**config.mk**
```make
export PLATFORM = sky130hd
export DESIGN_NAME = hdc_bundler
export DESIGN_NICKNAME = d
export VERILOG_FILES = /design/src/common/hdc_pkg.sv /design/src/rtl/hdc_bundler.sv
export VERILOG_INCLUDE_DIRS = /design/src /design/src/common
export SDC_FILE = /design/constraint.sdc
export NUM_CORES = 2
export LEC_CHECK = 0
export ABC_CLOCK_PERIOD_IN_PS = 4600
export BUFFER_PORTS_ARGS = -buffer_cell sky130_fd_sc_hd__buf_2
export CAP_MARGIN = 0
export CORE_MARGIN = 2
export CORE_UTILIZATION = 25
export DETAILED_ROUTE_END_ITERATION = 10
export PLACE_DENSITY_LB_ADDON = 0.1
export SETUP_SLACK_MARGIN = 0.02
export SLEW_MARGIN = 20
export SYNTH_ARGS = -nofsm -noshare
export SYNTH_HDL_FRONTEND = slang
export SYNTH_SLANG_ARGS = --single-unit
export TNS_END_PERCENT = 50
```
**constraint.sdc**
```tcl
create_clock -name clk -period 4.6 [get_ports clk]
set_clock_uncertainty 0.1 [all_clocks]
set_input_delay 0.69 -clock clk [delete_from_list [all_inputs] [get_ports clk]]
set_output_delay 0.69 -clock clk [all_outputs]
set_load 0.02 [all_outputs]
```
**src/common/hdc_macros.svh**
```systemverilog
`ifndef HDC_MACROS_SVH
`define HDC_MACROS_SVH

// bits held by one lane, one slice of the hypervector
`define HDC_LANE_W 32

// number of lanes working in lockstep
`define HDC_LANES 4

// full hypervector width across all lanes
`define HDC_VEC_W (`HDC_LANE_W * `HDC_LANES)

// item memory depth per lane and its address width
`define HDC_ITEMS 16
`define HDC_ADDR_W 4

// signed bundler counter, one per hypervector bit
`define HDC_CNT_W 6

// item generator feedback taps 32, 22, 2, 1
`define HDC_LFSR_TAPS 32'h8020_0003

`endif

```
**src/common/hdc_pkg.sv**
```systemverilog
package hdc_pkg;

    // opcodes carried in bits 15:12 of an instruction word
    typedef enum logic [3:0] {
        op_nop   = 4'd0,
        op_gen   = 4'd1,
        op_load  = 4'd2,
        op_lrotr = 4'd3,
        op_lrotl = 4'd4,
        op_lxor  = 4'd5,
        op_rotr  = 4'd6,
        op_rotl  = 4'd7,
        op_xorh  = 4'd8,
        op_move  = 4'd9,
        op_store = 4'd10,
        op_sign  = 4'd11,
        op_wb    = 4'd12,
        op_last  = 4'd13
    } hdc_op_e;

    // dispatcher sequencing
    typedef enum logic [2:0] {
        st_idle,
        st_fetch,
        st_exec,
        // last waits here until the bundle has left
        st_wait_out,
        st_ack_hold
    } disp_state_e;

    // 16-bit instruction word as sent by the host
    typedef struct packed {
        hdc_op_e     op;
        // unused field
        logic [7:0]  rsvd;
        logic [3:0]  addr;
    } hdc_inst_t;

endpackage

```
**src/rtl/hdc_bundler.sv**
```systemverilog
`timescale 1ns/10ps
`include "hdc_macros.svh"

module hdc_bundler (
    input  logic                    clk,
    input  logic                    rst,
    input  logic [`HDC_VEC_W-1:0]   store_vec,
    input  logic                    store_valid,
    input  logic                    lane_exec,
    input  hdc_pkg::hdc_op_e        lane_op,
    input  logic                    out_ack,
    output logic [`HDC_VEC_W-1:0]   sign_vec,
    output logic                    out_req,
    output logic [`HDC_VEC_W-1:0]   out_data,
    output logic                    out_busy
);

    import hdc_pkg::*;

    localparam int VW = `HDC_VEC_W;
    localparam int CW = `HDC_CNT_W;

    // saturation limits of a two's complement counter
    localparam logic signed [CW-1:0] CNT_MAX = {1'b0, {(CW-1){1'b1}}};
    localparam logic signed [CW-1:0] CNT_MIN = {1'b1, {(CW-1){1'b0}}};

    logic signed [CW-1:0]  cnt [VW];
    logic                  emit;
    logic                  out_done;

    assign emit     = lane_exec && (lane_op == op_last);
    assign out_done = out_req && out_ack;

    // one vote per stored bit, clipped at both ends
    always_ff @(posedge clk) begin
        if (rst || out_done) begin
            for (int i = 0; i < VW; i++) begin
                cnt[i] <= '0;
            end
        end else if (store_valid) begin
            for (int i = 0; i < VW; i++) begin
                if (store_vec[i] && cnt[i] != CNT_MAX) begin
                    cnt[i] <= cnt[i] + 1'b1;
                end else if (!store_vec[i] && cnt[i] != CNT_MIN) begin
                    cnt[i] <= cnt[i] - 1'b1;
                end
            end
        end
    end

    // majority, a tie counts as zero
    always_comb begin
        for (int i = 0; i < VW; i++) begin
            sign_vec[i] = !cnt[i][CW-1] && (cnt[i] != '0);
        end
    end

    // result handshake, bundler is the sender
    always_ff @(posedge clk) begin
        if (rst) begin
            out_req  <= 1'b0;
            out_busy <= 1'b0;
        end else begin
            if (emit) begin
                out_req  <= 1'b1;
                out_busy <= 1'b1;
            end else if (out_done) begin
                out_req <= 1'b0;
            end else if (out_busy && !out_req && !out_ack) begin
                out_busy <= 1'b0;
            end
        end
    end

    always_ff @(posedge clk) begin
        if (emit) begin
            out_data <= sign_vec;
        end
    end

    a_out_stable: assert property (
        @(posedge clk) disable iff (rst)
        out_req |=> !out_req || $stable(out_data)
    );

endmodule

```
==> impl_metrics.ini <==
[outcome]
status = complete, no violations

[yosys]
synth_async_sr_flop_share_pct = 0
synth-seq-cells = 898
synth_nets = 6748
synth_edf_count = 896
yosysSeqAreaShare_pct = 43.7
netlist.area_leader.share_pct = 43.6
synth_warnings = 0
synthDistinctLibCells = 53
yosys-top-cells-area = edfxtp_1 44%, ha_1 10%, nor2_1 6.8%
synth_cells = 5973
synth_most_common_cell = nor2_1
syn_area_um2 = 61700
netlist_top_cells_count = 1,121 x nor2_1, 896 x edfxtp_1, 511 x ha_1
synth_area_leader_cell = edfxtp_1
ys.flop_type = edfxtp_1
syn_area_per_cell_um2 = 10.3

[placed_design]
hpwl_um = 110000
io_buffers = 394
postPlaceCellArea_um2 = 67700
pre_cts_slack_ns = 0.866
dp.cells = 9542
gp_congestion = 0.769

[drt]
via_per_inst = 4.71
postRouteAntennaNets = 0
via_count = 46074
drt-pass1-iter-count = 5
drt-total-wl_um = 158000
drt_iter0_markers = 2136
drc_errors = 0
routedWlPerCell_um = 16.2

[finish]
num-nets-final = 7231
drive_gt1_share_pct = 10.4
fill_cells = 25369
syn2layout_area_growth_pct = 16.4
multi_input_area_um2 = 32800
ff_latch_area_um2 = 26900
design_area_um2 = 71800
finish.utilization_pct = 29.2
final_cells = 9784

[setup_path]
critical_path.top_delay_family = compound AO/OA/AOI/OAI gates
end_kind = flop
cp_data_required_time_ns = 5.00
cp.arrival_ns = 3.87
worstPathCellList = dlygate4sd3_1 -> buf_2 -> a21oi_4 -> nand2_8 -> buf_12 -> a211oi_1 -> ha_1 -> a211oi_1 -> o21bai_1 -> a21oi_1 -> o21bai_1 -> a21oi_1
cp_slowest_stage_delay_ns = 0.62
slowest_stage = a211oi_1
crit_type = in -> reg
critPathBufInv = 3
crit_fanout = 34
cp-start-kind = input pin

[power_and_ir_drop]
switching_share_pct = 31.3
p_int_w = 0.0183
p_comb_share_pct = 21.6
p_leak_nw = 30.4
switchingPower_w = 0.00834
seqPwrFrac_pct = 42.0
power.share.clock_pct = 36.4
peakVddDrop_uv = 289
pwr_density_cell_nw_per_um2 = 371

[grt]
grt_pass1_vias = 45724
grt_max_degree = 102
grt_pass1_wl_um = 252000
grt_antenna_before_repair = 32
grt.total_usage_pct = 12.4
grt.overflow.total = 0

[sta]
fmax_mhz = 288
drv_slew = 0
worst_slack_ns = 1.13
rsz0062_at_grt = no
worst_slew_pin_slew_ns = 0.933
finalSetupViolCount = 0
slew_headroom_pct = 37.8
fin_crit_ns = 3.47
fin_setup_tns_ns = 0
hold_viol_final = 0
finalCritPeriodShare_pct = 75.4

[floorplan]
io-pin-count = 395
fp-row-count = 182
core_area_um2 = 246000
die_area_um2 = 251000
initial_core_util_pct = 25.1
die_x_um = 501
die_y_um = 501

[cts]
cts_tree = yes
ctsResizeCount = 0
clk_pin_slew_ns = 0.05
clk_latency_ns = 0.77
cts_buffers = 131
cts-root-buf = clkbuf_16
cts_buffer_depth = 3
cts_num_sinks = 898
htreeDepth = 4

[run]
maxCapViolations = 0

[worst_hold_path]
hp-class = in -> reg
stage by stage:
step                      power (W)  hold WS (ns)
after floorplan              0.0154         0.447
after global placement       0.0172         0.377
after detailed placement     0.0172         0.380
after CTS                    0.0273         0.101
after global routing         0.0284         0.142
final                        0.0267         0.209
metal layers:
| layer | vias up | global-route usage [%] | share of wire, % |
|---|---|---|---|
| met4 | 30 | 3.67 | 2.4 |
| li1 | 23199 | - | - |
| met1 | 21928 | 16.8 | 48 |
| met3 | 229 | 2.82 | 4.9 |
| met2 | 688 | 19.7 | 44 |
| met5 | - | 0 | 0.12 |
cells in the final DEF (no fill, tap or decap), drive strengths merged, types with 4 or more instances in the layout:
cell | synthesis | layout
a211o | 41 | 41
a211oi | 280 | 280
a21o | 255 | 255
a21oi | 304 | 304
a311o | 21 | 21
and2 | 73 | 73
and4b | 24 | 24
buf | 63 | 447
bufinv | 0 | 4
clkbuf | 35 | 174
clkinv | 0 | 49
diode | 0 | 9
edfxtp | 896 | 896
fa | 127 | 127
ha | 511 | 511
inv | 392 | 395
mux2i | 83 | 83
nand2 | 252 | 252
nand2b | 5 | 5
nand3 | 64 | 64
nand4 | 23 | 23
nand4b | 80 | 80
nor2 | 1122 | 1122
nor3 | 146 | 146
nor3b | 93 | 93
o211ai | 44 | 44
o21ai | 340 | 340
o21bai | 172 | 172
o311ai | 40 | 40
or4 | 127 | 127
xnor2 | 116 | 116
xor2 | 221 | 221
state kept, by name, indices dropped and copies added (netlist names):
register,flops
out_busy,1
cnt,768
out_req,1
out_data,128
timing repair:
item	CTS	global route
hold buffers	1	0
setup buffers	0	0
hold endpoints to repair	2	0
logic make-up (layout without fill, tap and decap cells):
group | after synthesis | after routing | synth area share (%)
compound gates | 1510 | 1510 | 17.1
xor+xnor | 337 | 337 | 4.79
fa+ha+maj | 638 | 638 | 14.5
buf+inv | 490 | 1072 | 3.16
flops | 898 | 898 | 43.7
mux | 84 | 84 | 1.37
other cells | 0 | 9 | 0
simple gates | 2016 | 2016 | 15.4
worst min-delay path, delay by kind of cell:
family / cells / cell delay (ns)
buffers and inverters: 1 / 0.14
AND/OR/NAND/NOR: 1 / 0.12
AO/OA/AOI/OAI: 1 / 0.06
worst paths after layout:
check	slack, ns	to	startpoint	cells after the start
max reg2reg	1.36	cnt[0][377]$_SDFFCE_PN0P_	out_req$_SDFFE_PP0P_	10
max	1.13	cnt[0][377]$_SDFFCE_PN0P_	rst	12
min	0.21	out_req$_SDFFE_PP0P_	out_ack	3
min reg2reg	0.39	out_busy$_SDFFE_PP0P_	out_busy$_SDFFE_PP0P_	2
cell type report:
cell class,count,area share [%]
tap,3220,5.61
sequential,898,37.5
inverter,392,2.07
multi-input combinational,4585,45.7
clock inverter,58,0.606
clock buffer,174,5.04
antenna,9,0.0314
timing repair buffer,448,3.46
power by group through the flow:
stage | combinational, W | sequential (W) | clock (W)
after global routing | 0.00658 | 0.0114 | 0.0105
final | 0.00575 | 0.0112 | 0.00972
after global placement | 0.00580 | 0.0114 | 0
after CTS | 0.00585 | 0.0112 | 0.0103
after detailed placement | 0.00581 | 0.0114 | 0
after floorplan | 0.00434 | 0.0110 | 0
(Power assumes the default switching activity.)
