`src/common/hdc_macros.svh`:
```
`ifndef HDC_MACROS_SVH
`define HDC_MACROS_SVH

// bits held by one lane, one slice of the hypervector
`define HDC_LANE_W 32

// number of lanes working in lockstep
`define HDC_LANES 4

// full hypervector width across all lanes
`define HDC_VEC_W (`HDC_LANE_W * `HDC_LANES)

// item memory depth per lane and its address width
`define HDC_ITEMS 16
`define HDC_ADDR_W 4

// signed bundler counter, one per hypervector bit
`define HDC_CNT_W 6

// item generator feedback taps 32, 22, 2, 1
`define HDC_LFSR_TAPS 32'h8020_0003

`endif

```
`src/common/hdc_pkg.sv`:
```
package hdc_pkg;

    // opcodes carried in bits 15:12 of an instruction word
    typedef enum logic [3:0] {
        op_nop   = 4'd0,
        op_gen   = 4'd1,
        op_load  = 4'd2,
        op_lrotr = 4'd3,
        op_lrotl = 4'd4,
        op_lxor  = 4'd5,
        op_rotr  = 4'd6,
        op_rotl  = 4'd7,
        op_xorh  = 4'd8,
        op_move  = 4'd9,
        op_store = 4'd10,
        op_sign  = 4'd11,
        op_wb    = 4'd12,
        op_last  = 4'd13
    } hdc_op_e;

    // dispatcher sequencing
    typedef enum logic [2:0] {
        st_idle,
        st_fetch,
        st_exec,
        // last waits here until the bundle has left
        st_wait_out,
        st_ack_hold
    } disp_state_e;

    // 16-bit instruction word as sent by the host
    typedef struct packed {
        hdc_op_e     op;
        // unused field
        logic [7:0]  rsvd;
        logic [3:0]  addr;
    } hdc_inst_t;

endpackage

```
`src/rtl/hdc_dispatch.sv`:
```
`timescale 1ns/10ps
`include "hdc_macros.svh"

module hdc_dispatch (
    input  logic                     clk,
    input  logic                     rst,
    input  logic                     in_req,
    input  logic [15:0]              in_data,
    input  logic                     out_busy,
    output logic                     in_ack,
    output logic                     lane_fetch,
    output logic                     lane_exec,
    output hdc_pkg::hdc_op_e         lane_op,
    output logic [`HDC_ADDR_W-1:0]   lane_addr,
    output logic [`HDC_VEC_W-1:0]    gen_vec
);

    import hdc_pkg::*;

    localparam int W = `HDC_LANE_W;

    disp_state_e   state;
    hdc_inst_t     inst;

    // item generator state and its stepping chain
    logic [W-1:0]  lfsr;
    logic [W-1:0]  step;

    function automatic logic [W-1:0] lfsr_next(input logic [W-1:0] s);
        return {s[W-2:0], ^(s & `HDC_LFSR_TAPS)};
    endfunction

    assign inst = hdc_inst_t'(in_data);

    assign lane_fetch = (state == st_fetch);
    assign in_ack     = (state == st_ack_hold);

    // exec strobe trails the fetch strobe by one cycle
    always_ff @(posedge clk) begin
        if (rst) begin
            lane_exec <= 1'b0;
        end else begin
            lane_exec <= lane_fetch;
        end
    end

    always_ff @(posedge clk) begin
        if (rst) begin
            state <= st_idle;
        end else begin
            case (state)
                st_idle: begin
                    if (in_req) begin
                        state <= st_fetch;
                    end
                end
                st_fetch: begin
                    state <= st_exec;
                end
                st_exec: begin
                    if (lane_op == op_last) begin
                        state <= st_wait_out;
                    end else begin
                        state <= st_ack_hold;
                    end
                end
                // bundler raises out_busy on the same edge we enter here
                st_wait_out: begin
                    if (!out_busy) begin
                        state <= st_ack_hold;
                    end
                end
                st_ack_hold: begin
                    if (!in_req) begin
                        state <= st_idle;
                    end
                end
                default: begin
                    state <= st_idle;
                end
            endcase
        end
    end

    // latch the instruction while in_req is held stable
    always_ff @(posedge clk) begin
        if (state == st_idle && in_req) begin
            lane_op   <= inst.op;
            lane_addr <= inst.addr;
        end
    end

    // slice i sees the generator after i+1 steps
    always_comb begin
        step = lfsr;
        for (int i = 0; i < `HDC_LANES; i++) begin
            step = lfsr_next(step);
            gen_vec[i*W +: W] = step;
        end
    end

    always_ff @(posedge clk) begin
        if (rst) begin
            lfsr <= W'(1);
        end else if (lane_exec && lane_op == op_gen) begin
            lfsr <= gen_vec[`HDC_VEC_W-1 -: W];
        end
    end

    a_ack_needs_req: assert property (
        @(posedge clk) disable iff (rst)
        $rose(in_ack) |-> in_req
    );

    a_strobes_apart: assert property (
        @(posedge clk) disable iff (rst)
        !(lane_fetch && lane_exec)
    );

endmodule

```
`config.mk`:
```
export PLATFORM = sky130hd
export DESIGN_NAME = hdc_dispatch
export DESIGN_NICKNAME = d
export VERILOG_FILES = /design/src/common/hdc_pkg.sv /design/src/rtl/hdc_dispatch.sv
export VERILOG_INCLUDE_DIRS = /design/src /design/src/common
export SDC_FILE = /design/constraint.sdc
export NUM_CORES = 1
export LEC_CHECK = 0
export ABC_CLOCK_PERIOD_IN_PS = 3100
export BUFFER_PORTS_ARGS = -buffer_cell sky130_fd_sc_hd__buf_2
export CAP_MARGIN = 20
export CORE_MARGIN = 5
export CORE_UTILIZATION = 35
export DETAILED_ROUTE_END_ITERATION = 10
export PLACE_DENSITY = 0.67
export SLEW_MARGIN = 10
export SYNTH_ARGS = -nofsm -noshare
export SYNTH_HDL_FRONTEND = slang
export SYNTH_SLANG_ARGS = --single-unit
export TNS_END_PERCENT = 5
```
`constraint.sdc`:
```
create_clock -name clk -period 3.1 [get_ports clk]
set_input_delay 0.31 -clock clk [delete_from_list [all_inputs] [get_ports clk]]
set_output_delay 0.31 -clock clk [all_outputs]
set_load 0.01 [all_outputs]
```
==> out/results.ini, run 1 <==
[routing]
ant_nets = 0
drc = 0
dr_total_vias = 1885
wl_mm = 5.57
post_drt_wl_per_cell_um = 12.8
drtIter0Drc = 75
firstDrtPassIters = 4
via_per_inst = 4.32

[critical_path]
r2r-start = lane_op[1]
reg2reg_to = lfsr[0]
critical_path_arrival_ns = 1.94
required_ns = 2.79
endpoint_kind = primary output
ff2ff_setup_slack_ns = 1.22
startpoint = lfsr[1]
crit_fanout = 8
crit_path_start_kind = flip-flop
cp-endpoint = gen_vec[96]
reg2reg_depth = 5
path_class = reg2out

[clock_network]
clkLatencyLatePin_ns = 0.30
clk_pin_slew_ns = 0.09
htreeDepth = 2
cts_resized = 0
clkSinkCount = 44
cts_tree = built
clockBufferDepth = 2
holdBufCountCts = 0
numCtsBuffers = 5
post_cts_buffers = 0
cts-root-buf = clkbuf_8

[final_layout]
syn2layout_area_growth_pct = 0.428
nets = 356
diodes = 0
layout-drive-gt1-share_pct = 47.8
final_cells = 436
stdcell_area_um2 = 2650

[pwr]
power_density_nw_per_um2 = 410
p_leak_nw = 1.38
power_w = 0.00109
max-vdd-ir-drop_uv = 304

[yosys]
yosysSeqAreaShare_pct = 36.5
ys_ff_latch = 44
synth-compound-area-share_pct = 7.08
synth_top_family_by_area = buffers and inverters
muxShareOfSynthArea_pct = 0
ys.warnings.count = 0
syn_area_per_cell_um2 = 8.44
synth_nets = 332
synth-simple-area-share_pct = 14.1
synthAdderAreaFrac_pct = 0
syn_inst = 312
ys_types = 29
synth_area_um2 = 2630
synthXorXnorAreaFrac_pct = 4.70

[placed_design]
dp.cells = 428
placed_area_um2 = 2540
place_worst_setup_slack_ns = 1.11
port_buffers = 150
detailed_place_hpwl_mm = 4.16
gp_congestion = 0.656

[job]
maxCapViolations = 0

[sta]
period_share_pct = 72.7
tns_ns = 0
finalHoldViolations = 0
fmax_mhz = 444
rsz0062_at_grt = false
finalSetupViolCount = 0
final-max-slew-violation-count = 0
clock_skew_ns = 0.00607
relSlewSlack_pct = 50.5
min_period_ns = 2.25
fin_ws_ns = 0.846
worstMarginPinSlew_ns = 0.737

[floorplanning]
core_region_area_um2 = 7290
die_h_um = 96.7
die_x_um = 96.7
initial_core_util_pct = 36.1
ios = 159
rows = 31
die_area_um2 = 9360

[global_route]
overflow = 0
grt_antenna_before_repair = 0
first_global_vias = 1800
grt_pass1_wl_mm = 9.11
grt_usage_pct = 11.6
grt_max_degree = 37

[run_status]
status = completed

[worst_hold_path]
hold_path.class = in2reg

[power by group]
group	total [W]	switching (W)	leakage (nW)	internal, W
combinational	0.0000680	0.0000399	0.957	0.0000282
sequential	0.000611	0.0000125	0.367	0.000599
clock	0.000406	0.000199	0.0534	0.000207
[final cells by class]
type	instances	area [um^2]
clock buffer	7	97.6
clock inverter	1	5.00
fill	779	4650
inverter	1	3.75
multi-input combinational	131	681
sequential	44	961
tap	99	124
timing repair buffer	153	773
[logic make-up (layout without fill, tap and decap cells)]
logic type / count (synthesis) / count (layout)
flops: 44 / 44
simple gates: 85 / 85
buf+inv: 137 / 162
compound gates: 36 / 36
xor+xnor: 10 / 10
[metrics by stage]
step	utilization [%]	hold slack (ns)
3_5_place_dp	34.9	0.482
4_1_cts	36.3	0.175
3_3_place_gp	34.9	0.471
6_report	36.3	0.186
2_1_floorplan	-	0.409
5_1_grt	36.3	0.172
[sequential cells by signal, indices dropped and copies added, names as in the netlist]
| name | flops |
|---|---|
| state | 3 |
| lane_exec | 1 |
| lane_op | 4 |
| lfsr | 32 |
| lane_addr | 4 |
[worst max-delay path: stages (launching register included)]
cell and delay [ns]:
dfxtp_1 0.53, xor2_2 0.14, xnor2_1 0.63, xor2_1 0.19, buf_2 0.15
[worst min-delay path by stage]
stage               startpoint            to  slack [ns]  cells after the start
CTS                 in_data[3]  lane_addr[3]        0.18                      1
detailed placement    lfsr[30]      lfsr[30]        0.48                      2
floorplan           in_data[0]  lane_addr[0]        0.41                      0
global route        in_data[3]  lane_addr[3]        0.17                      1
finish              in_data[3]  lane_addr[3]        0.19                      1
global placement      lfsr[30]      lfsr[30]        0.47                      2
[Yosys cell counts]
| cell type | count | area, um^2 |
|---|---|---|
| a21oi_1 | 30 | 150 |
| a311oi_1 | 1 | 8.76 |
| a31oi_1 | 2 | 12.5 |
| and2_1 | 1 | 6.26 |
| and3_1 | 2 | 12.5 |
| and4b_1 | 1 | 10.0 |
| buf_2 | 4 | 20.0 |
| buf_4 | 124 | 931 |
| buf_6 | 1 | 11.3 |
| clkbuf_1 | 7 | 26.3 |
| dfxtp_1 | 36 | 721 |
| edfxtp_1 | 8 | 240 |
| inv_1 | 1 | 3.75 |
| nand2_1 | 61 | 229 |
| nand2b_1 | 1 | 6.26 |
| nand3_1 | 2 | 10.0 |
| nand3b_1 | 1 | 7.51 |
| nand4b_1 | 1 | 8.76 |
| nor2_1 | 5 | 18.8 |
| nor2b_1 | 2 | 12.5 |
| nor3_1 | 4 | 20.0 |
| nor3b_1 | 3 | 22.5 |
| nor4_1 | 1 | 6.26 |
| o21ai_0 | 3 | 15.0 |
| xnor2_1 | 5 | 43.8 |
| xnor3_1 | 1 | 22.5 |
| xor2_1 | 2 | 17.5 |
| xor2_2 | 1 | 16.3 |
| xor3_1 | 1 | 23.8 |
[cell usage in the layout, fill, tap and decap left out]
master | netlist | routed
edfxtp_1 | 8 | 8
and2_1 | 1 | 1
nor3b_1 | 3 | 3
clkinv_2 | 0 | 1
o21ai_0 | 3 | 3
xnor2_1 | 5 | 5
clkbuf_8 | 0 | 5
nand2b_1 | 1 | 1
and4b_1 | 1 | 1
nor2b_1 | 2 | 2
nor4_1 | 1 | 1
and3_1 | 2 | 2
dfxtp_1 | 36 | 36
xnor3_1 | 1 | 1
nand4b_1 | 1 | 1
nor3_1 | 4 | 4
clkbuf_16 | 0 | 1
a311oi_1 | 1 | 1
inv_1 | 1 | 1
clkbuf_1 | 7 | 1
nand3b_1 | 1 | 1
xor2_2 | 1 | 1
nand3_1 | 2 | 2
buf_4 | 124 | 3
xor3_1 | 1 | 1
a21oi_1 | 30 | 30
a31oi_1 | 2 | 2
nor2_1 | 5 | 5
nand2_1 | 61 | 61
buf_2 | 4 | 150
xor2_1 | 2 | 2
[per-layer routing]
metal  GRT usage, %  share of wire, %
met5              0                 0
met4           3.46               1.4
met3           5.40                12
met2           18.7                45
met1           13.7                41
(Power assumes the default switching activity.)
==> run 2, diff against run 1 <==
--- a/config.mk
+++ b/config.mk
@@ -6,7 +6,8 @@
 export SDC_FILE = /design/constraint.sdc
 export NUM_CORES = 1
 export LEC_CHECK = 0
-export ABC_CLOCK_PERIOD_IN_PS = 3100
+export ABC_AREA = 1
+export ABC_CLOCK_PERIOD_IN_PS = 2100
 export BUFFER_PORTS_ARGS = -buffer_cell sky130_fd_sc_hd__buf_2
 export CAP_MARGIN = 20
 export CORE_MARGIN = 5
==> constraint.sdc (replaced) <==
create_clock -name clk -period 2.1 [get_ports clk]
set_input_delay 0.21 -clock clk [delete_from_list [all_inputs] [get_ports clk]]
set_output_delay 0.21 -clock clk [all_outputs]
set_load 0.01 [all_outputs]
==> run 2 against run 1 <==
Compared with the run above:
- cell count increased by 8.7%
- setup slack worse by 0.64 ns
- via count increased by 5.7%
- clock power rose by 29%
- critical path type unchanged
- non-clock buffer count is the same
- clock skew decreased by 0.0029 ns
- final area is 2.0% higher
- highest routed layer unchanged
- sequential power grew 59%
- routed wire length is 1.9% lower
- register-to-register slack got worse by 0.60 ns
- die area rose by 1.6%
- critical endpoint is now gen_vec[98]
==> out/results.ini, run 2 <==
[run_status]
status = completed

[placed_design]
dp.cells = 466
gp_congestion = 0.772
placed_area_um2 = 2610
port_buffers = 150
detailed_place_hpwl_mm = 4.20

[critical_path]
required_ns = 1.89
cp_cell_sequence = inv_1 > nand2_2 > nand2_2 > nand2_2 > nand3_1 > nand2_1 > nand2_1 > nand2_1 > buf_2
crit_path_top_delay_cell = dfxtp_1
crit_path_start_kind = flip-flop
critical_path_arrival_ns = 1.69
crit_fanout = 10
endpoint_kind = primary output
path_class = reg2out
critPathMaxStageDelay_ns = 0.51

[clock_network]
holdBufCountCts = 0
cts_resized = 0
post_cts_buffers = 0
clkSinkCount = 44
clkLatencyLatePin_ns = 0.29
clk_pin_slew_ns = 0.08
htreeDepth = 2
clockBufferDepth = 2
cts-root-buf = clkbuf_8
numCtsBuffers = 5
cts_tree = built

[yosys]
synth_top_area_cell = buf_4
synth.top_cells.by_area = buf_4 (35%), dfxtp_1 (27%), edfxtp_1 (9.0%)
synth_top_family_by_area = buffers and inverters
yosysSeqAreaShare_pct = 35.8
synth_flop_cell = dfxtp_1
synthXorXnorAreaFrac_pct = 1.63
synth-compound-area-share_pct = 8.77
ys.warnings.count = 0
muxShareOfSynthArea_pct = 0
yosysMostFrequentCell = buf_4
synth_top_area_share_pct = 35.0
synth-simple-area-share_pct = 14.3
async_reset_ff_share_pct = 0
synthAdderAreaFrac_pct = 0
synth_edf_count = 8
ys_ff_latch = 44
synth_area_um2 = 2680
syn_inst = 344
synthTopCellsByCount = buf_4 (125), nor2_1 (52), dfxtp_1 (36), o21ai_0 (30), nand2_1 (24)
syn_area_per_cell_um2 = 7.79
synth_nets = 364
ys_types = 21

[floorplanning]
core_region_area_um2 = 7610
ios = 159
die_x_um = 97.5
die_h_um = 97.5
initial_core_util_pct = 35.2
die_area_um2 = 9510
rows = 32

[final_layout]
diodes = 0
mostFrequentLayoutCell = buf_2
stdcell_area_um2 = 2700
syn2layout_area_growth_pct = 0.653
nets = 391
most-common-layout-cells = buf_2 (150), nor2_1 (52), dfxtp_1 (36)
top_regs = lfsr x32, lane_addr x4, lane_op x4
final_cells = 474
top_register = lfsr
layout-drive-gt1-share_pct = 44.4
largest_reg_flops = 32

[routing]
post_drt_wl_per_cell_um = 11.5
ant_nets = 0
wl_met2_mm = 2.70
firstDrtPassIters = 5
routed.top_layer = met4
met1Wirelength_mm = 2.25
wl_mm = 5.46
drc = 0
via_per_inst = 4.20
drtIter0Drc = 97
dr_total_vias = 1993
wl_met3_um = 442

[global_route]
first_global_vias = 1744
grt_antenna_before_repair = 0
overflow = 0
grt_usage_pct = 10.7
grt_max_degree = 35
grt_pass1_wl_mm = 8.47

[sta]
clock_skew_ns = 0.00314
worstMarginPinSlew_ns = 0.554
tns_ns = 0
min_period_ns = 1.90
rsz0062_at_grt = false
period_share_pct = 90.4
finalSetupViolCount = 0
relSlewSlack_pct = 63.0
finalHoldViolations = 0
final-max-slew-violation-count = 0
fmax_mhz = 527

[pwr]
power_w = 0.00187
power_density_nw_per_um2 = 694
max-vdd-ir-drop_uv = 259
p_leak_nw = 1.53

[worst_hold_path]
hold_path.class = in2reg

[job]
maxCapViolations = 0

## run 2: cell types whose count changed after synthesis, sizes merged, moves of 3 or more
cell	previous run	this run
inv	1	23
nand3	2	9
nor2	5	52
nand2	61	28
nor3b	3	0
a21oi	30	11
o21ai	3	30
## run 2: layer usage
metal  global-route usage (%)  vias up
met5                        0        -
met4                     3.51        0
met3                     2.87        8
met2                     19.6       94
met1                     11.9      881
li1                         -     1010
## run 2: critical path, delay by kind of cell (launching register included)
family                 cells  cell delay [ns]
flip-flops                 1             0.51
AND/OR/NAND/NOR            7             0.58
buffers and inverters      2             0.30
## run 2: area by class of cell
type	count	area, um^2
clock buffer	5	68.8
clock inverter	3	18.8
fill	826	4910
inverter	23	86.3
multi-input combinational	144	663
sequential	44	961
tap	102	128
timing repair buffer	153	773
## run 2: where the power goes
group	switching, W	internal, W
registers	0.0000477	0.000926
clock network	0.000294	0.000230
logic	0.000229	0.000148
total	0.000570	0.00130
## run 2: cells by family (layout without fill, tap and decap cells)
| kind of cell | after synthesis | count (layout) |
|---|---|---|
| compound gates | 45 | 45 |
| xor+xnor | 5 | 5 |
| buf+inv | 156 | 184 |
| flops | 44 | 44 |
| simple gates | 94 | 94 |
## run 2: final timing paths
path | startpoint | to | slack (ns) | depth (start not counted)
max reg2reg | lane_op[1] | lfsr[4] | 0.62 | 5
min reg2reg | lfsr[31] | lfsr[31] | 0.50 | 2
max | lfsr[0] | gen_vec[98] | 0.20 | 9
min | in_data[0] | lane_addr[0] | 0.09 | 1
## run 2: per-stage QoR
stage	utilization (%)	hold WS, ns	setup WS (ns)
6_report	35.5	0.0875	0.202
3_5_place_dp	34.3	0.388	0.498
4_1_cts	35.5	0.0743	0.159
2_1_floorplan	-	0.282	0.452
3_3_place_gp	34.3	0.387	0.539
5_1_grt	35.5	0.0637	0.00109
